`src/verification/program.hex`:
```
// One 16-bit instruction word per line, in hex, starting at byte address 0
// Fields: opcode[15:12] rd[11:8] rs[7:4] rt[3:0], B/BR: cc[11:9] imm9[8:0]
B105 // LLB r1 05
A180 // LHB r1 80, r1 = 8005 via forwarding
B203 // LLB r2 03
0312 // ADD r3, N set
1431 // SUB r4 = 0003
2542 // XOR r5 = 0, Z set
4614 // SLL r6 by 4
5712 // SRA r7 by 2, sign fill
6814 // ROR r8 by 4
// Flags Z0 V0 N0 from here
C201 // B eq, not taken
BC01 // marker
C601 // B lt, not taken
BC02
CA01 // B le, not taken
BC03
CC01 // B ov, not taken
BC04
C001 // B ne, taken
BFEE // squashed
C401 // B gt, taken
BFEE
C801 // B ge, taken
BFEE
CE01 // B always
BFEE
1922 // SUB r9 = 0, Z set
C201 // B eq, taken
BFEE
CA01 // B le, taken
BFEE
C001 // B ne, not taken
BC05
C401 // B gt, not taken
BC06
C601 // B lt, not taken
BC07
0A12 // ADD r10, N set
C601 // B lt, taken
BFEE
C801 // B ge, not taken
BC08
0B11 // ADD r11 = r1 + r1, signed overflow
CC01 // B ov, taken
BFEE
// Memory over Wishbone, base 0x20
BD20 // LLB r13 20
93D0 // SW r3 to 0x20, one wait
97D1 // SW r7 to 0x22, three waits
98DF // SW r8 to 0x1E, negative offset
8ED0 // LW r14 from 0x20
8FD1 // LW r15 from 0x22
8EDF // LW r14 from 0x1E
0EEF // ADD r14 = r14 + r15, load forwarded
E500 // PCS r5
B670 // LLB r6 70
DE60 // BR always to r6
BFEE // squashed
D250 // BR eq, not taken
BC09 // marker
F000 // HLT
BFEE // never retires

```
`src/cpu_pkg.sv`:
```
package cpu_pkg;

	// --------------------------------------------------
	// Widths and memory sizes
	// --------------------------------------------------
	localparam int xlen       = 16;  // Data and address width
	localparam int rom_depth  = 256; // Program words
	localparam int dmem_depth = 256; // Data words

	// --------------------------------------------------
	// Opcodes, bits 15:12
	// --------------------------------------------------
	localparam logic [3:0] op_add = 4'h0;
	localparam logic [3:0] op_sub = 4'h1;
	localparam logic [3:0] op_xor = 4'h2;
	localparam logic [3:0] op_sll = 4'h4;
	localparam logic [3:0] op_sra = 4'h5;
	localparam logic [3:0] op_ror = 4'h6;
	localparam logic [3:0] op_lw  = 4'h8;
	localparam logic [3:0] op_sw  = 4'h9;
	localparam logic [3:0] op_lhb = 4'hA;
	localparam logic [3:0] op_llb = 4'hB;
	localparam logic [3:0] op_b   = 4'hC; // PC-relative target
	localparam logic [3:0] op_br  = 4'hD; // Register target
	localparam logic [3:0] op_pcs = 4'hE;
	localparam logic [3:0] op_hlt = 4'hF;

	// Branch conditions, bits 11:9 of B and BR
	localparam logic [2:0] cc_ne     = 3'b000;
	localparam logic [2:0] cc_eq     = 3'b001;
	localparam logic [2:0] cc_gt     = 3'b010;
	localparam logic [2:0] cc_lt     = 3'b011;
	localparam logic [2:0] cc_ge     = 3'b100;
	localparam logic [2:0] cc_le     = 3'b101;
	localparam logic [2:0] cc_ov     = 3'b110;
	localparam logic [2:0] cc_always = 3'b111;

	// Bit positions in the flag word
	localparam int flag_z = 2;
	localparam int flag_v = 1;
	localparam int flag_n = 0;

	// One instruction word, three field layouts
	typedef union packed {
		struct packed {
			logic [3:0] opcode;
			logic [3:0] rd;
			logic [3:0] rs;
			logic [3:0] rt; // Also imm4 for shifts and memory offset
		} r;
		struct packed {
			logic [3:0] opcode;
			logic [3:0] rd;
			logic [7:0] imm8; // LHB and LLB byte
		} i;
		struct packed {
			logic [3:0] opcode;
			logic [2:0] cc;
			logic [8:0] imm9; // Word offset from PC+2
		} b;
	} instr_t;

endpackage

```
`src/wb_bus.sv`:
```
interface wb_bus;

	logic                     cyc;   // Cycle in progress
	logic                     stb;   // Strobe, qualifies adr and data
	logic                     we;    // 1 = write
	logic [cpu_pkg::xlen-1:0] adr;   // Byte address
	logic [cpu_pkg::xlen-1:0] dat_w; // Master to slave
	logic [cpu_pkg::xlen-1:0] dat_r; // Slave to master
	logic                     ack;   // One cycle per transfer

	modport master (
		output cyc,
		output stb,
		output we,
		output adr,
		output dat_w,
		input  dat_r,
		input  ack
	);

	modport slave (
		input  cyc,
		input  stb,
		input  we,
		input  adr,
		input  dat_w,
		output dat_r,
		output ack
	);

endinterface

```
`src/alu.sv`:
```
module alu (
	input  logic [cpu_pkg::xlen-1:0] a,
	input  logic [cpu_pkg::xlen-1:0] b,
	input  logic [2:0]               op,       // Low bits of the opcode
	output logic [cpu_pkg::xlen-1:0] result,
	output logic [2:0]               flags,
	output logic [2:0]               flag_wen  // Per-flag update enables
);

	localparam int msb = cpu_pkg::xlen - 1;

	logic [cpu_pkg::xlen-1:0]   sum;
	logic [cpu_pkg::xlen-1:0]   diff;
	logic [2*cpu_pkg::xlen-1:0] rot;
	logic [3:0]                 sh;
	logic                       add_ovf;
	logic                       sub_ovf;

	assign sh   = b[3:0];          // Shift amount
	assign sum  = a + b;           // Wraps
	assign diff = a - b;
	assign rot  = {a, a} >> sh;    // Low half is the rotated word

	// Signed overflow
	assign add_ovf = (a[msb] == b[msb]) && (sum[msb] != a[msb]);
	assign sub_ovf = (a[msb] != b[msb]) && (diff[msb] != a[msb]);

	always_comb begin
		result   = '0;
		flags    = '0;
		flag_wen = '0;
		case (op)
			cpu_pkg::op_add[2:0]: begin
				result                 = sum;
				flags[cpu_pkg::flag_v] = add_ovf;
				flag_wen               = '1; // Z, V and N
			end
			cpu_pkg::op_sub[2:0]: begin
				result                 = diff;
				flags[cpu_pkg::flag_v] = sub_ovf;
				flag_wen               = '1;
			end
			cpu_pkg::op_xor[2:0]: begin
				result                    = a ^ b;
				flag_wen[cpu_pkg::flag_z] = 1'b1; // Z only
			end
			cpu_pkg::op_sll[2:0]: begin
				result                    = a << sh;
				flag_wen[cpu_pkg::flag_z] = 1'b1;
			end
			cpu_pkg::op_sra[2:0]: begin
				result                    = $signed(a) >>> sh; // Sign fill
				flag_wen[cpu_pkg::flag_z] = 1'b1;
			end
			cpu_pkg::op_ror[2:0]: begin
				result                    = rot[msb:0];
				flag_wen[cpu_pkg::flag_z] = 1'b1;
			end
			default: ; // Unused encodings, no result, no flag update
		endcase
		flags[cpu_pkg::flag_z] = (result == '0);
		flags[cpu_pkg::flag_n] = result[msb];
	end

endmodule

```
`src/cpu.sv`:
```
module cpu (
	input  logic                     clk,
	input  logic                     rst_n,
	output logic                     hlt,
	output logic [cpu_pkg::xlen-1:0] pc_out,
	output logic                     wb_valid, // Register write-back trace
	output logic [3:0]               wb_reg,
	output logic [cpu_pkg::xlen-1:0] wb_data
);

	logic [cpu_pkg::xlen-1:0] pc;        // Fetch address
	logic [cpu_pkg::xlen-1:0] if_pc;     // Address of the word in execute
	logic                     if_valid;  // Execute holds a live instruction
	logic [cpu_pkg::xlen-1:0] rom_addr;
	logic [cpu_pkg::xlen-1:0] pc_plus2;
	cpu_pkg::instr_t          ir;        // ROM output, the execute instruction
	logic [3:0]               opc;
	logic                     is_alu, is_shift, is_lw, is_sw, is_mem;
	logic                     is_lhb, is_llb, is_b, is_br, is_pcs, is_hlt;
	logic                     reg_write, mem_req, stall, retire, ack_q;
	logic [3:0]               src1_sel, src2_sel;
	logic [cpu_pkg::xlen-1:0] rf_rs, rf_rt, src1, src2;
	logic [cpu_pkg::xlen-1:0] alu_b, alu_res, result, mem_addr, br_target;
	logic [2:0]               flags_q, alu_flags, alu_fwen;
	logic                     cond, take;

	wb_bus dbus ();

	instr_rom i_rom (
		.clk  (clk),
		.addr (rom_addr),
		.data (ir)
	);

	// --------------------------------------------------
	// Decode
	// --------------------------------------------------
	assign opc      = ir.r.opcode;
	assign is_alu   = opc inside {cpu_pkg::op_add, cpu_pkg::op_sub, cpu_pkg::op_xor,
	                              cpu_pkg::op_sll, cpu_pkg::op_sra, cpu_pkg::op_ror};
	assign is_shift = opc inside {cpu_pkg::op_sll, cpu_pkg::op_sra, cpu_pkg::op_ror};
	assign is_lw    = (opc == cpu_pkg::op_lw);
	assign is_sw    = (opc == cpu_pkg::op_sw);
	assign is_mem   = is_lw | is_sw;
	assign is_lhb   = (opc == cpu_pkg::op_lhb);
	assign is_llb   = (opc == cpu_pkg::op_llb);
	assign is_b     = (opc == cpu_pkg::op_b);
	assign is_br    = (opc == cpu_pkg::op_br);
	assign is_pcs   = (opc == cpu_pkg::op_pcs);
	assign is_hlt   = (opc == cpu_pkg::op_hlt);
	assign reg_write = is_alu | is_lw | is_lhb | is_llb | is_pcs;

	// SW, LHB, LLB read rd first; loads and stores take rs as base
	assign src1_sel = (is_sw | is_lhb | is_llb) ? ir.r.rd : ir.r.rs;
	assign src2_sel = is_mem ? ir.r.rs : ir.r.rt;

	reg_file i_rf (
		.clk     (clk),
		.rst_n   (rst_n),
		.rs_sel  (src1_sel),
		.rt_sel  (src2_sel),
		.rd_sel  (wb_reg),
		.wr_en   (wb_valid),
		.wr_data (wb_data),
		.rs_data (rf_rs),
		.rt_data (rf_rt)
	);

	// Write-back values reach execute through the register file bypass
	assign src1 = rf_rs;
	assign src2 = rf_rt;

	// --------------------------------------------------
	// Execute
	// --------------------------------------------------
	assign alu_b = is_shift ? {12'd0, ir.r.rt} : src2; // imm4 shift amount

	alu i_alu (
		.a        (src1),
		.b        (alu_b),
		.op       (opc[2:0]),
		.result   (alu_res),
		.flags    (alu_flags),
		.flag_wen (alu_fwen)
	);

	assign pc_plus2 = if_pc + 16'd2;
	assign mem_addr = src2 + {{11{ir.r.rt[3]}}, ir.r.rt, 1'b0}; // Base + word offset

	always_comb begin
		if (is_lhb)
			result = {ir.i.imm8, src1[7:0]};
		else if (is_llb)
			result = {src1[15:8], ir.i.imm8};
		else if (is_pcs)
			result = pc_plus2;
		else
			result = alu_res;
	end

	// Branch unit, flags are those left by earlier instructions
	always_comb begin
		case (ir.b.cc)
			cpu_pkg::cc_ne: cond = !flags_q[cpu_pkg::flag_z];
			cpu_pkg::cc_eq: cond = flags_q[cpu_pkg::flag_z];
			cpu_pkg::cc_gt: cond = !flags_q[cpu_pkg::flag_z] && !flags_q[cpu_pkg::flag_n];
			cpu_pkg::cc_lt: cond = flags_q[cpu_pkg::flag_n];
			cpu_pkg::cc_ge: cond = flags_q[cpu_pkg::flag_z] || !flags_q[cpu_pkg::flag_n];
			cpu_pkg::cc_le: cond = flags_q[cpu_pkg::flag_z] || flags_q[cpu_pkg::flag_n];
			cpu_pkg::cc_ov: cond = flags_q[cpu_pkg::flag_v];
			cpu_pkg::cc_always: cond = 1'b1;
			default: cond = 1'b0;
		endcase
	end

	assign take      = if_valid & (is_b | is_br) & cond;
	assign br_target = is_br ? src1 : pc_plus2 + {{6{ir.b.imm9[8]}}, ir.b.imm9, 1'b0};

	// --------------------------------------------------
	// Wishbone master, gap cycle after each ack
	// --------------------------------------------------
	assign mem_req     = if_valid & is_mem;
	assign dbus.cyc    = mem_req & ~ack_q;
	assign dbus.stb    = mem_req & ~ack_q;
	assign dbus.we     = is_sw;
	assign dbus.adr    = mem_addr;
	assign dbus.dat_w  = src1; // Store data from rd

	assign stall    = mem_req & ~dbus.ack; // Only back-pressure
	assign retire   = if_valid & ~stall;
	assign rom_addr = stall ? if_pc : pc;  // Re-read the held word while stalled
	assign pc_out   = pc;

	data_mem i_dmem (
		.clk   (clk),
		.rst_n (rst_n),
		.bus   (dbus.slave)
	);

	// PC, fetch register, flags, halt
	always_ff @(posedge clk or negedge rst_n) begin
		if (!rst_n) begin
			pc       <= '0;
			if_pc    <= '0;
			if_valid <= 1'b0;
			hlt      <= 1'b0;
			ack_q    <= 1'b0;
			flags_q  <= '0;
		end else begin
			ack_q <= dbus.ack;
			if (retire && is_alu)
				flags_q <= (alu_flags & alu_fwen) | (flags_q & ~alu_fwen);
			if (!hlt) begin
				if (if_valid && is_hlt) begin
					hlt      <= 1'b1; // PC holds from here on
					if_valid <= 1'b0;
				end else if (take) begin
					pc       <= br_target;
					if_valid <= 1'b0; // Squash the word in fetch
				end else if (!stall) begin
					pc       <= pc + 16'd2;
					if_pc    <= pc;
					if_valid <= 1'b1;
				end
			end
		end
	end

	// Write-back register
	always_ff @(posedge clk or negedge rst_n) begin
		if (!rst_n)
			wb_valid <= 1'b0;
		else
			wb_valid <= retire & reg_write;
	end

	always_ff @(posedge clk) begin
		if (retire && reg_write) begin
			wb_reg  <= ir.r.rd;
			wb_data <= is_lw ? dbus.dat_r : result; // Load data captured on ack
		end
	end

	// Request held steady until the slave answers
	a_req_stable: assert property (
		@(posedge clk) disable iff (!rst_n)
		(dbus.stb && !dbus.ack) |=> (dbus.stb && $stable(dbus.adr) && $stable(dbus.we))
	);

endmodule

```
`src/data_mem.sv`:
```
module data_mem (
	input logic  clk,
	input logic  rst_n,
	wb_bus.slave bus
);

	logic [cpu_pkg::xlen-1:0]              mem [cpu_pkg::dmem_depth];
	logic [$clog2(cpu_pkg::dmem_depth)-1:0] idx;
	logic [1:0]                            wait_cnt;
	logic [1:0]                            wait_last; // Count at which ack is raised
	logic                                  req;

	assign idx       = bus.adr[$clog2(cpu_pkg::dmem_depth):1]; // Word index
	assign req       = bus.cyc & bus.stb;
	assign wait_last = bus.adr[1] ? 2'd2 : 2'd0; // Odd words take 3 cycles, even words 1
	assign bus.dat_r = mem[idx]; // Sampled by the master on ack

	// --------------------------------------------------
	// Wait-state counter and ack
	// --------------------------------------------------
	always_ff @(posedge clk or negedge rst_n) begin
		if (!rst_n) begin
			wait_cnt <= '0;
			bus.ack  <= 1'b0;
		end else if (req && !bus.ack) begin
			bus.ack  <= (wait_cnt == wait_last);
			wait_cnt <= wait_cnt + 2'd1;
		end else begin
			// Ack lasts one cycle, then idle until the next strobe
			bus.ack  <= 1'b0;
			wait_cnt <= '0;
		end
	end

	// Storage, write lands on the ack cycle
	always_ff @(posedge clk or negedge rst_n) begin
		if (!rst_n) begin
			for (int i = 0; i < cpu_pkg::dmem_depth; i++)
				mem[i] <= '0;
		end else if (req && bus.ack && bus.we) begin
			mem[idx] <= bus.dat_w;
		end
	end

	// Ack only answers a live request from the master
	a_ack_in_cycle: assert property (
		@(posedge clk) disable iff (!rst_n)
		bus.ack |-> req
	);

endmodule

```
`src/instr_rom.sv`:
```
module instr_rom (
	input  logic                     clk,
	input  logic [cpu_pkg::xlen-1:0] addr, // Byte address from the PC
	output logic [cpu_pkg::xlen-1:0] data
);

	// Program image
	logic [cpu_pkg::xlen-1:0] rom [cpu_pkg::rom_depth];
	logic [$clog2(cpu_pkg::rom_depth)-1:0] word_idx;

	initial begin
		$readmemh("/design/src/verification/program.hex", rom);
	end

	// Byte address to word index, bit 0 dropped
	assign word_idx = addr[$clog2(cpu_pkg::rom_depth):1];

	// Registered read, word valid one cycle after addr
	always_ff @(posedge clk) begin
		data <= rom[word_idx];
	end

endmodule

```
`src/reg_file.sv`:
```
module reg_file (
	input  logic                     clk,
	input  logic                     rst_n,
	input  logic [3:0]               rs_sel,
	input  logic [3:0]               rt_sel,
	input  logic [3:0]               rd_sel,
	input  logic                     wr_en,
	input  logic [cpu_pkg::xlen-1:0] wr_data,
	output logic [cpu_pkg::xlen-1:0] rs_data,
	output logic [cpu_pkg::xlen-1:0] rt_data
);

	logic [cpu_pkg::xlen-1:0] regs [16];

	// One read port: r0 is zero, same-cycle write passes through
	function automatic logic [cpu_pkg::xlen-1:0] read_port(input logic [3:0] sel);
		if (sel == 4'd0)
			return '0;
		if (wr_en && (sel == rd_sel))
			return wr_data; // Bypass
		return regs[sel];
	endfunction

	always_comb begin
		rs_data = read_port(rs_sel);
		rt_data = read_port(rt_sel);
	end

	// Write port
	always_ff @(posedge clk or negedge rst_n) begin
		if (!rst_n) begin
			for (int i = 0; i < 16; i++)
				regs[i] <= '0;
		end else if (wr_en && (rd_sel != 4'd0)) begin // r0 stays zero
			regs[rd_sel] <= wr_data;
		end
	end

endmodule

```
`config.mk`:
```
export PLATFORM = sky130hd
export DESIGN_NAME = cpu
export DESIGN_NICKNAME = d
export VERILOG_FILES = /design/src/cpu_pkg.sv /design/src/wb_bus.sv /design/src/alu.sv /design/src/cpu.sv /design/src/data_mem.sv /design/src/instr_rom.sv /design/src/reg_file.sv
export SDC_FILE = /design/constraint.sdc
export NUM_CORES = 1
export LEC_CHECK = 0
export BUFFER_PORTS_ARGS = -buffer_cell sky130_fd_sc_hd__buf_2
export CAP_MARGIN = 20
export CORE_ASPECT_RATIO = 0.6
export CORE_UTILIZATION = 25
export CTS_CLUSTER_DIAMETER = 120
export CTS_CLUSTER_SIZE = 16
export DETAILED_ROUTE_END_ITERATION = 10
export GPL_TIMING_DRIVEN = 0
export MAX_ROUTING_LAYER = met4
export PLACE_DENSITY_LB_ADDON = 0.08
export SLEW_MARGIN = 30
export SYNTH_ARGS = -nofsm -noshare
export SYNTH_HDL_FRONTEND = slang
export SYNTH_SLANG_ARGS = --single-unit
```
`constraint.sdc`:
```
create_clock -name clk -period 1.33 [get_ports clk]
set_input_delay 0 -clock clk [delete_from_list [all_inputs] [get_ports clk]]
set_output_delay 0 -clock clk [all_outputs]
set_load 0.02 [all_outputs]
```
# Yosys cells after proc, flatten, opt, wreduce, memory -nomap -nowiden
# Cells that the tools add are included.
[totals]
reg_bits = 4430
in_bits = 2
wordCells = 452
[classes]
add_sub_neg = 7
order_cmp = 6
eq_ne = 34
shifts = 3
muxes = 53
bitwise_logic = 30
reduce_logical = 34
[ops]
columns = ["operator", "n"]
rows = [
  ["$bwmux 4096", 1],
  ["$mux 16", 24],
  ["$bwmux 256", 1],
  ["$bmux 16 s4", 2],
  ["$bmux 16 s8", 1],
  ["$demux 16 s8", 1],
  ["$pmux 16 s6", 1],
  ["$demux 16 s4", 1],
  ["$add 16x16->16", 2],
  ["$add 16x2->16 const B", 2],
  ["$eq 4x4->1 const B", 8],
  ["$shr 32x4->16", 1],
  ["$eq 3x3->1 const B", 7],
  ["$logic_not 16->1", 1],
  ["$shl 16x4->16", 1],
  ["$sshr 16x4->16", 1],
  ["$sub 16x16->16", 1],
  ["$xor 16x16->16", 1],
  ["$ge 5x5->1 const B", 3],
  ["$not 4->5", 3],
  ["$logic_and 1x1->1", 14],
  ["$mux 1", 13],
  ["$eq 4x3->1 const B", 3],
  ["$logic_not 4->1", 3],
  ["other kinds (38)", 71],
]

# Longest topological paths before layout
[logic_depth]
ltp_word = 16
depth_mapped = 5
depth_no_buf = 5

# By module
# From an unflattened synthesis, not the netlist that was laid out.
[hier_totals]
cells_unflattened = 13806
hier_area_um2 = 208338.6
[by_module_without_submodules]
columns = ["mod", "n_inst", "cells_per_inst", "area_each_um2", "seq_area_each_um2"]
rows = [
  ["data_mem", 1, 11540, 184543.2, 102573.4],
  ["reg_file", 1, 1048, 14015.9, 6406.1],
  ["cpu", 1, 634, 5470.2, 1576.5],
  ["alu", 1, 567, 4185.3, 0.0],
  ["instr_rom", 1, 17, 123.9, 0.0],
]

# Worst setup path after synthesis
# Ideal clock, no wire load.
[synth_path]
path_type = "register to register"
from = "register pc (netlist bit pc_out[1])"
to = "register pc (netlist bit pc_out[15])"
setup_time_ps = 79
arrival_ps = 1535
path_slack_ps = -285
path_stages_with_launch = 6
n_path_buf = 0
synth_period_minus_slack_ps = 1615
path_cell_list = "dfrtp_1 -> ha_1 -> nand3_2 -> or3_4 -> nor3_2 -> xor2_1"
[synth_between]
elab_chain_cells = 3
[synth_lines]
columns = ["element", "line", "source"]
rows = [
  ["start: declaration", "cpu.sv:11", "logic [cpu_pkg::xlen-1:0] pc;"],
  ["start signal: assignment", "cpu.sv:158", "pc <= br_target;"],
  ["start signal: assignment", "cpu.sv:161", "pc <= pc + 16'd2;"],
  ["$add 16x2->16", "cpu.sv:161", ""],
  ["$mux 16", "cpu.sv:160", "end else if (!stall) begin"],
  ["$mux 16", "cpu.sv:157", "end else if (take) begin"],
]
# Every way passes these cells. The select of a mux whose other input is x is not followed.
# A chain may end at the register's enable or synchronous reset.

# Worst setup path in the final report
[layout_path]
from = "register pc (netlist bit pc_out[1])"
to = "register pc (netlist bit pc_out[11])"
# The elaborated chain is that of the path after synthesis.

==> results.md <==
* Antenna diode count at 0
* DRT Wirelength at 1380 µm
* Fin area at around 1100 µm²
* Worst-path clk slew at around 0.060 ns
* Clock buffer depth at 2
* Final Setup Violations at 3
* Area growth syn-to-layout at 41.3%
* RePlAce Congestion at 0.700
* Yosys Warn Count at 0
* Worst hold path class: in -> async
* Outcome: complete, but fails checks
* CTS root buffer: clkbuf_8
* GR peak layer: met1
* Worst-Skew Late Latency at 0.24 ns
* GR Util met2 at 10.6%
* DRT Pass-1 Iters at 4
* ANT nets after route at 0
* Crit path max fanout at 4
* Clock Skews at 0.00225 ns
* Mapped Area at 800 µm²
* Top cells by area, synth: dfrtp_1, buf_4, xnor2_1
* Power Density at 826 nW/µm²
* Failing checks: setup timing
* Max-capacitance violation count at 0
* Seq. cell area at 379 µm²
* Final Cycle Share at 105%
* Number of global-route vias before repair at around 430
* Worst vdd rail ir drop at between 0.0005 and 0.0006 V
* CP endpoint kind: flop
* Max-slew violations at 0
* Total global routing track utilization at roughly 8.9%
* Footprint of the multi-input gates at approximately 360 µm²
* Area of the die at 3440 µm²
* Initial antenna violation count at 0
* GR Overflow Total at 0
* I/O pin count at 40
* Sum of negative setup slack at -0.158 ns
* DR vias at 537
* FILL cells at 305
* Post-layout min period at about 1.4 ns
* # H-tree levels at 1
* Max reg flops at 15
* Buf/Inv on CP at 0
* Hold Fails Final Rpt at 0
* Delay-heaviest family, CP: simple AND/OR/NAND/NOR gates
* Most area-hungry cell type in the Yosys netlist: dfrtp_1
* CP Launch Type: flop
* Largest net degree at the start of global routing at 16
* Final #Nets at 126
* WS Path Type: reg -> reg
* DRC viols at 0
* Static Leakage at 0.636 nW
* Placement Cell Area at 1030 µm²
* CTS sink count at 15
* DR WL/cell at 8.40 µm
* Die W at 75.0 µm
* M1 GR Usage at 12.2%
* WP data arrival at 1.56 ns
* Vias per inst at between 3 and 4
* Placed cell count at 156
* I/O Buffers at 16
* Finished Layout Cells at 164
* Initial Util at a little over a quarter
* Core footprint at 2950 µm²
* RSZ-0062 raised after global routing: true
* Final setup slack of the worst path at -0.0674 ns
* Worst path required time at 1.49 ns
* Share of cells above drive strength 1 at 45.1%
* Fmax at 716 MHz
* Die Height at 45.8 µm
* Cell Chain, Critical Path: ha_4 > nand3_4 > or3_4 > nor2_2 > xor2_1
* Synthesized area per cell at approximately 11 µm²
* Grt met3 use at ~5.8%
* CTS tree: built
* Num rows at 15
* Mapped Cells at 76
* Top cell type's share of synthesized area at 46.9%
* Register bit total from synthesis at 15
* First-pass GRT wire length at 2010 µm
* CTS Buf Count at 3
* CP peak stage delay at approximately 0.42 ns
* Drt first-iter violations at 17
* Sequential cell area fraction in the yosys report at 46.9%
* Library cells used by synthesis at 17
* Critical path's slowest cell: or3_4
worst register-to-register path, cell delays in order (launching register included):
cell	delay, ns
dfrtp_2	0.38
ha_4	0.16
nand3_4	0.06
or3_4	0.42
nor2_2	0.13
xor2_1	0.16
kinds of logic (layout without fill, tap and decap cells):
logic type | after synthesis | after routing | share of synthesized area (%)
and+or+nand+nor | 20 | 20 | 13.8
other | 1 | 23 | 0.469
xor gates and xnor gates | 13 | 13 | 14.2
DFF | 15 | 15 | 46.9
buffers and inverters | 26 | 50 | 23.0
adders and majority gates | 1 | 1 | 1.56
final timing paths:
check	from	end	slack (ns)	cells after the start
setup / recovery	pc_out[1]	pc_out[11]	-0.07	5
hold / removal	rst_n	pc_out[7]	0.20	2
setup reg to reg	pc_out[1]	pc_out[11]	-0.07	5
hold reg to reg	pc_out[15]	pc_out[15]	0.47	1
max in group asynchronous	rst_n	pc_out[2]	0.86	2
min in group clk	pc_out[15]	pc_out[15]	0.47	1
area by class of cell:
cell class                 count  share of cell area (%)
buffer                        23                    15.3
clock buffer                   4                    3.99
inverter                       3                   0.997
multi-input combinational     57                    31.6
sequential                    15                    33.6
tap                           42                    4.65
timing repair buffer          20                    9.97
metrics by stage:
stage / setup slack [ns] / utilization (%) / total power [mW] / hold WS (ns)
after floorplan: -0.101 / - / 0.573 / -0.296
after global placement: -0.130 / 34.9 / 0.584 / -0.0710
after detailed placement: -0.114 / 34.9 / 0.584 / -0.0670
after CTS: -0.0773 / 38.1 / 0.951 / 0.217
after global routing: -0.132 / 38.3 / 0.989 / 0.233
final: -0.0674 / 38.3 / 0.933 / 0.195
layer usage:
metal  wire [µm]  vias to the layer above
met5           0                        -
met4           0                        0
met3         142                        0
met2         496                       22
met1         738                      232
li1            -                      283
where the power goes:
part | total (mW) | switching, mW | internal [mW]
registers | 0.457 | 0 | 0.457
clock network | 0.354 | 0.142 | 0.211
logic | 0.123 | 0.0745 | 0.0480
cell usage after synthesis (all sizes together):
master,number
nand4,1
inv,3
nor2,3
conb,1
and3,1
or3,2
ha,1
nand3,5
xnor2,9
buf,23
nand2,6
dfrtp,15
nor3,2
xor2,4
cell usage in the layout, fill, tap and decap left out, types with 2 or more instances in the layout:
| master | netlist | layout |
|---|---|---|
| xnor2_1 | 9 | 9 |
| dfrtp_2 | 0 | 3 |
| dfrtp_1 | 15 | 12 |
| nor2_1 | 3 | 2 |
| buf_4 | 23 | 26 |
| nand2_1 | 6 | 6 |
| nand3_1 | 4 | 4 |
| buf_2 | 0 | 16 |
| conb_1 | 1 | 23 |
| clkbuf_8 | 0 | 3 |
| inv_1 | 3 | 3 |
| xor2_1 | 4 | 4 |
what timing repair did:
action                                 CTS  global route
hold buffers                             1             0
pin swaps                                0             0
resized for setup                        3             2
setup endpoints to repair                4             6
endpoints found under the hold margin   15             0
buffers inserted                         3             0
No activity file was read; power rests on OpenSTA's default activity.
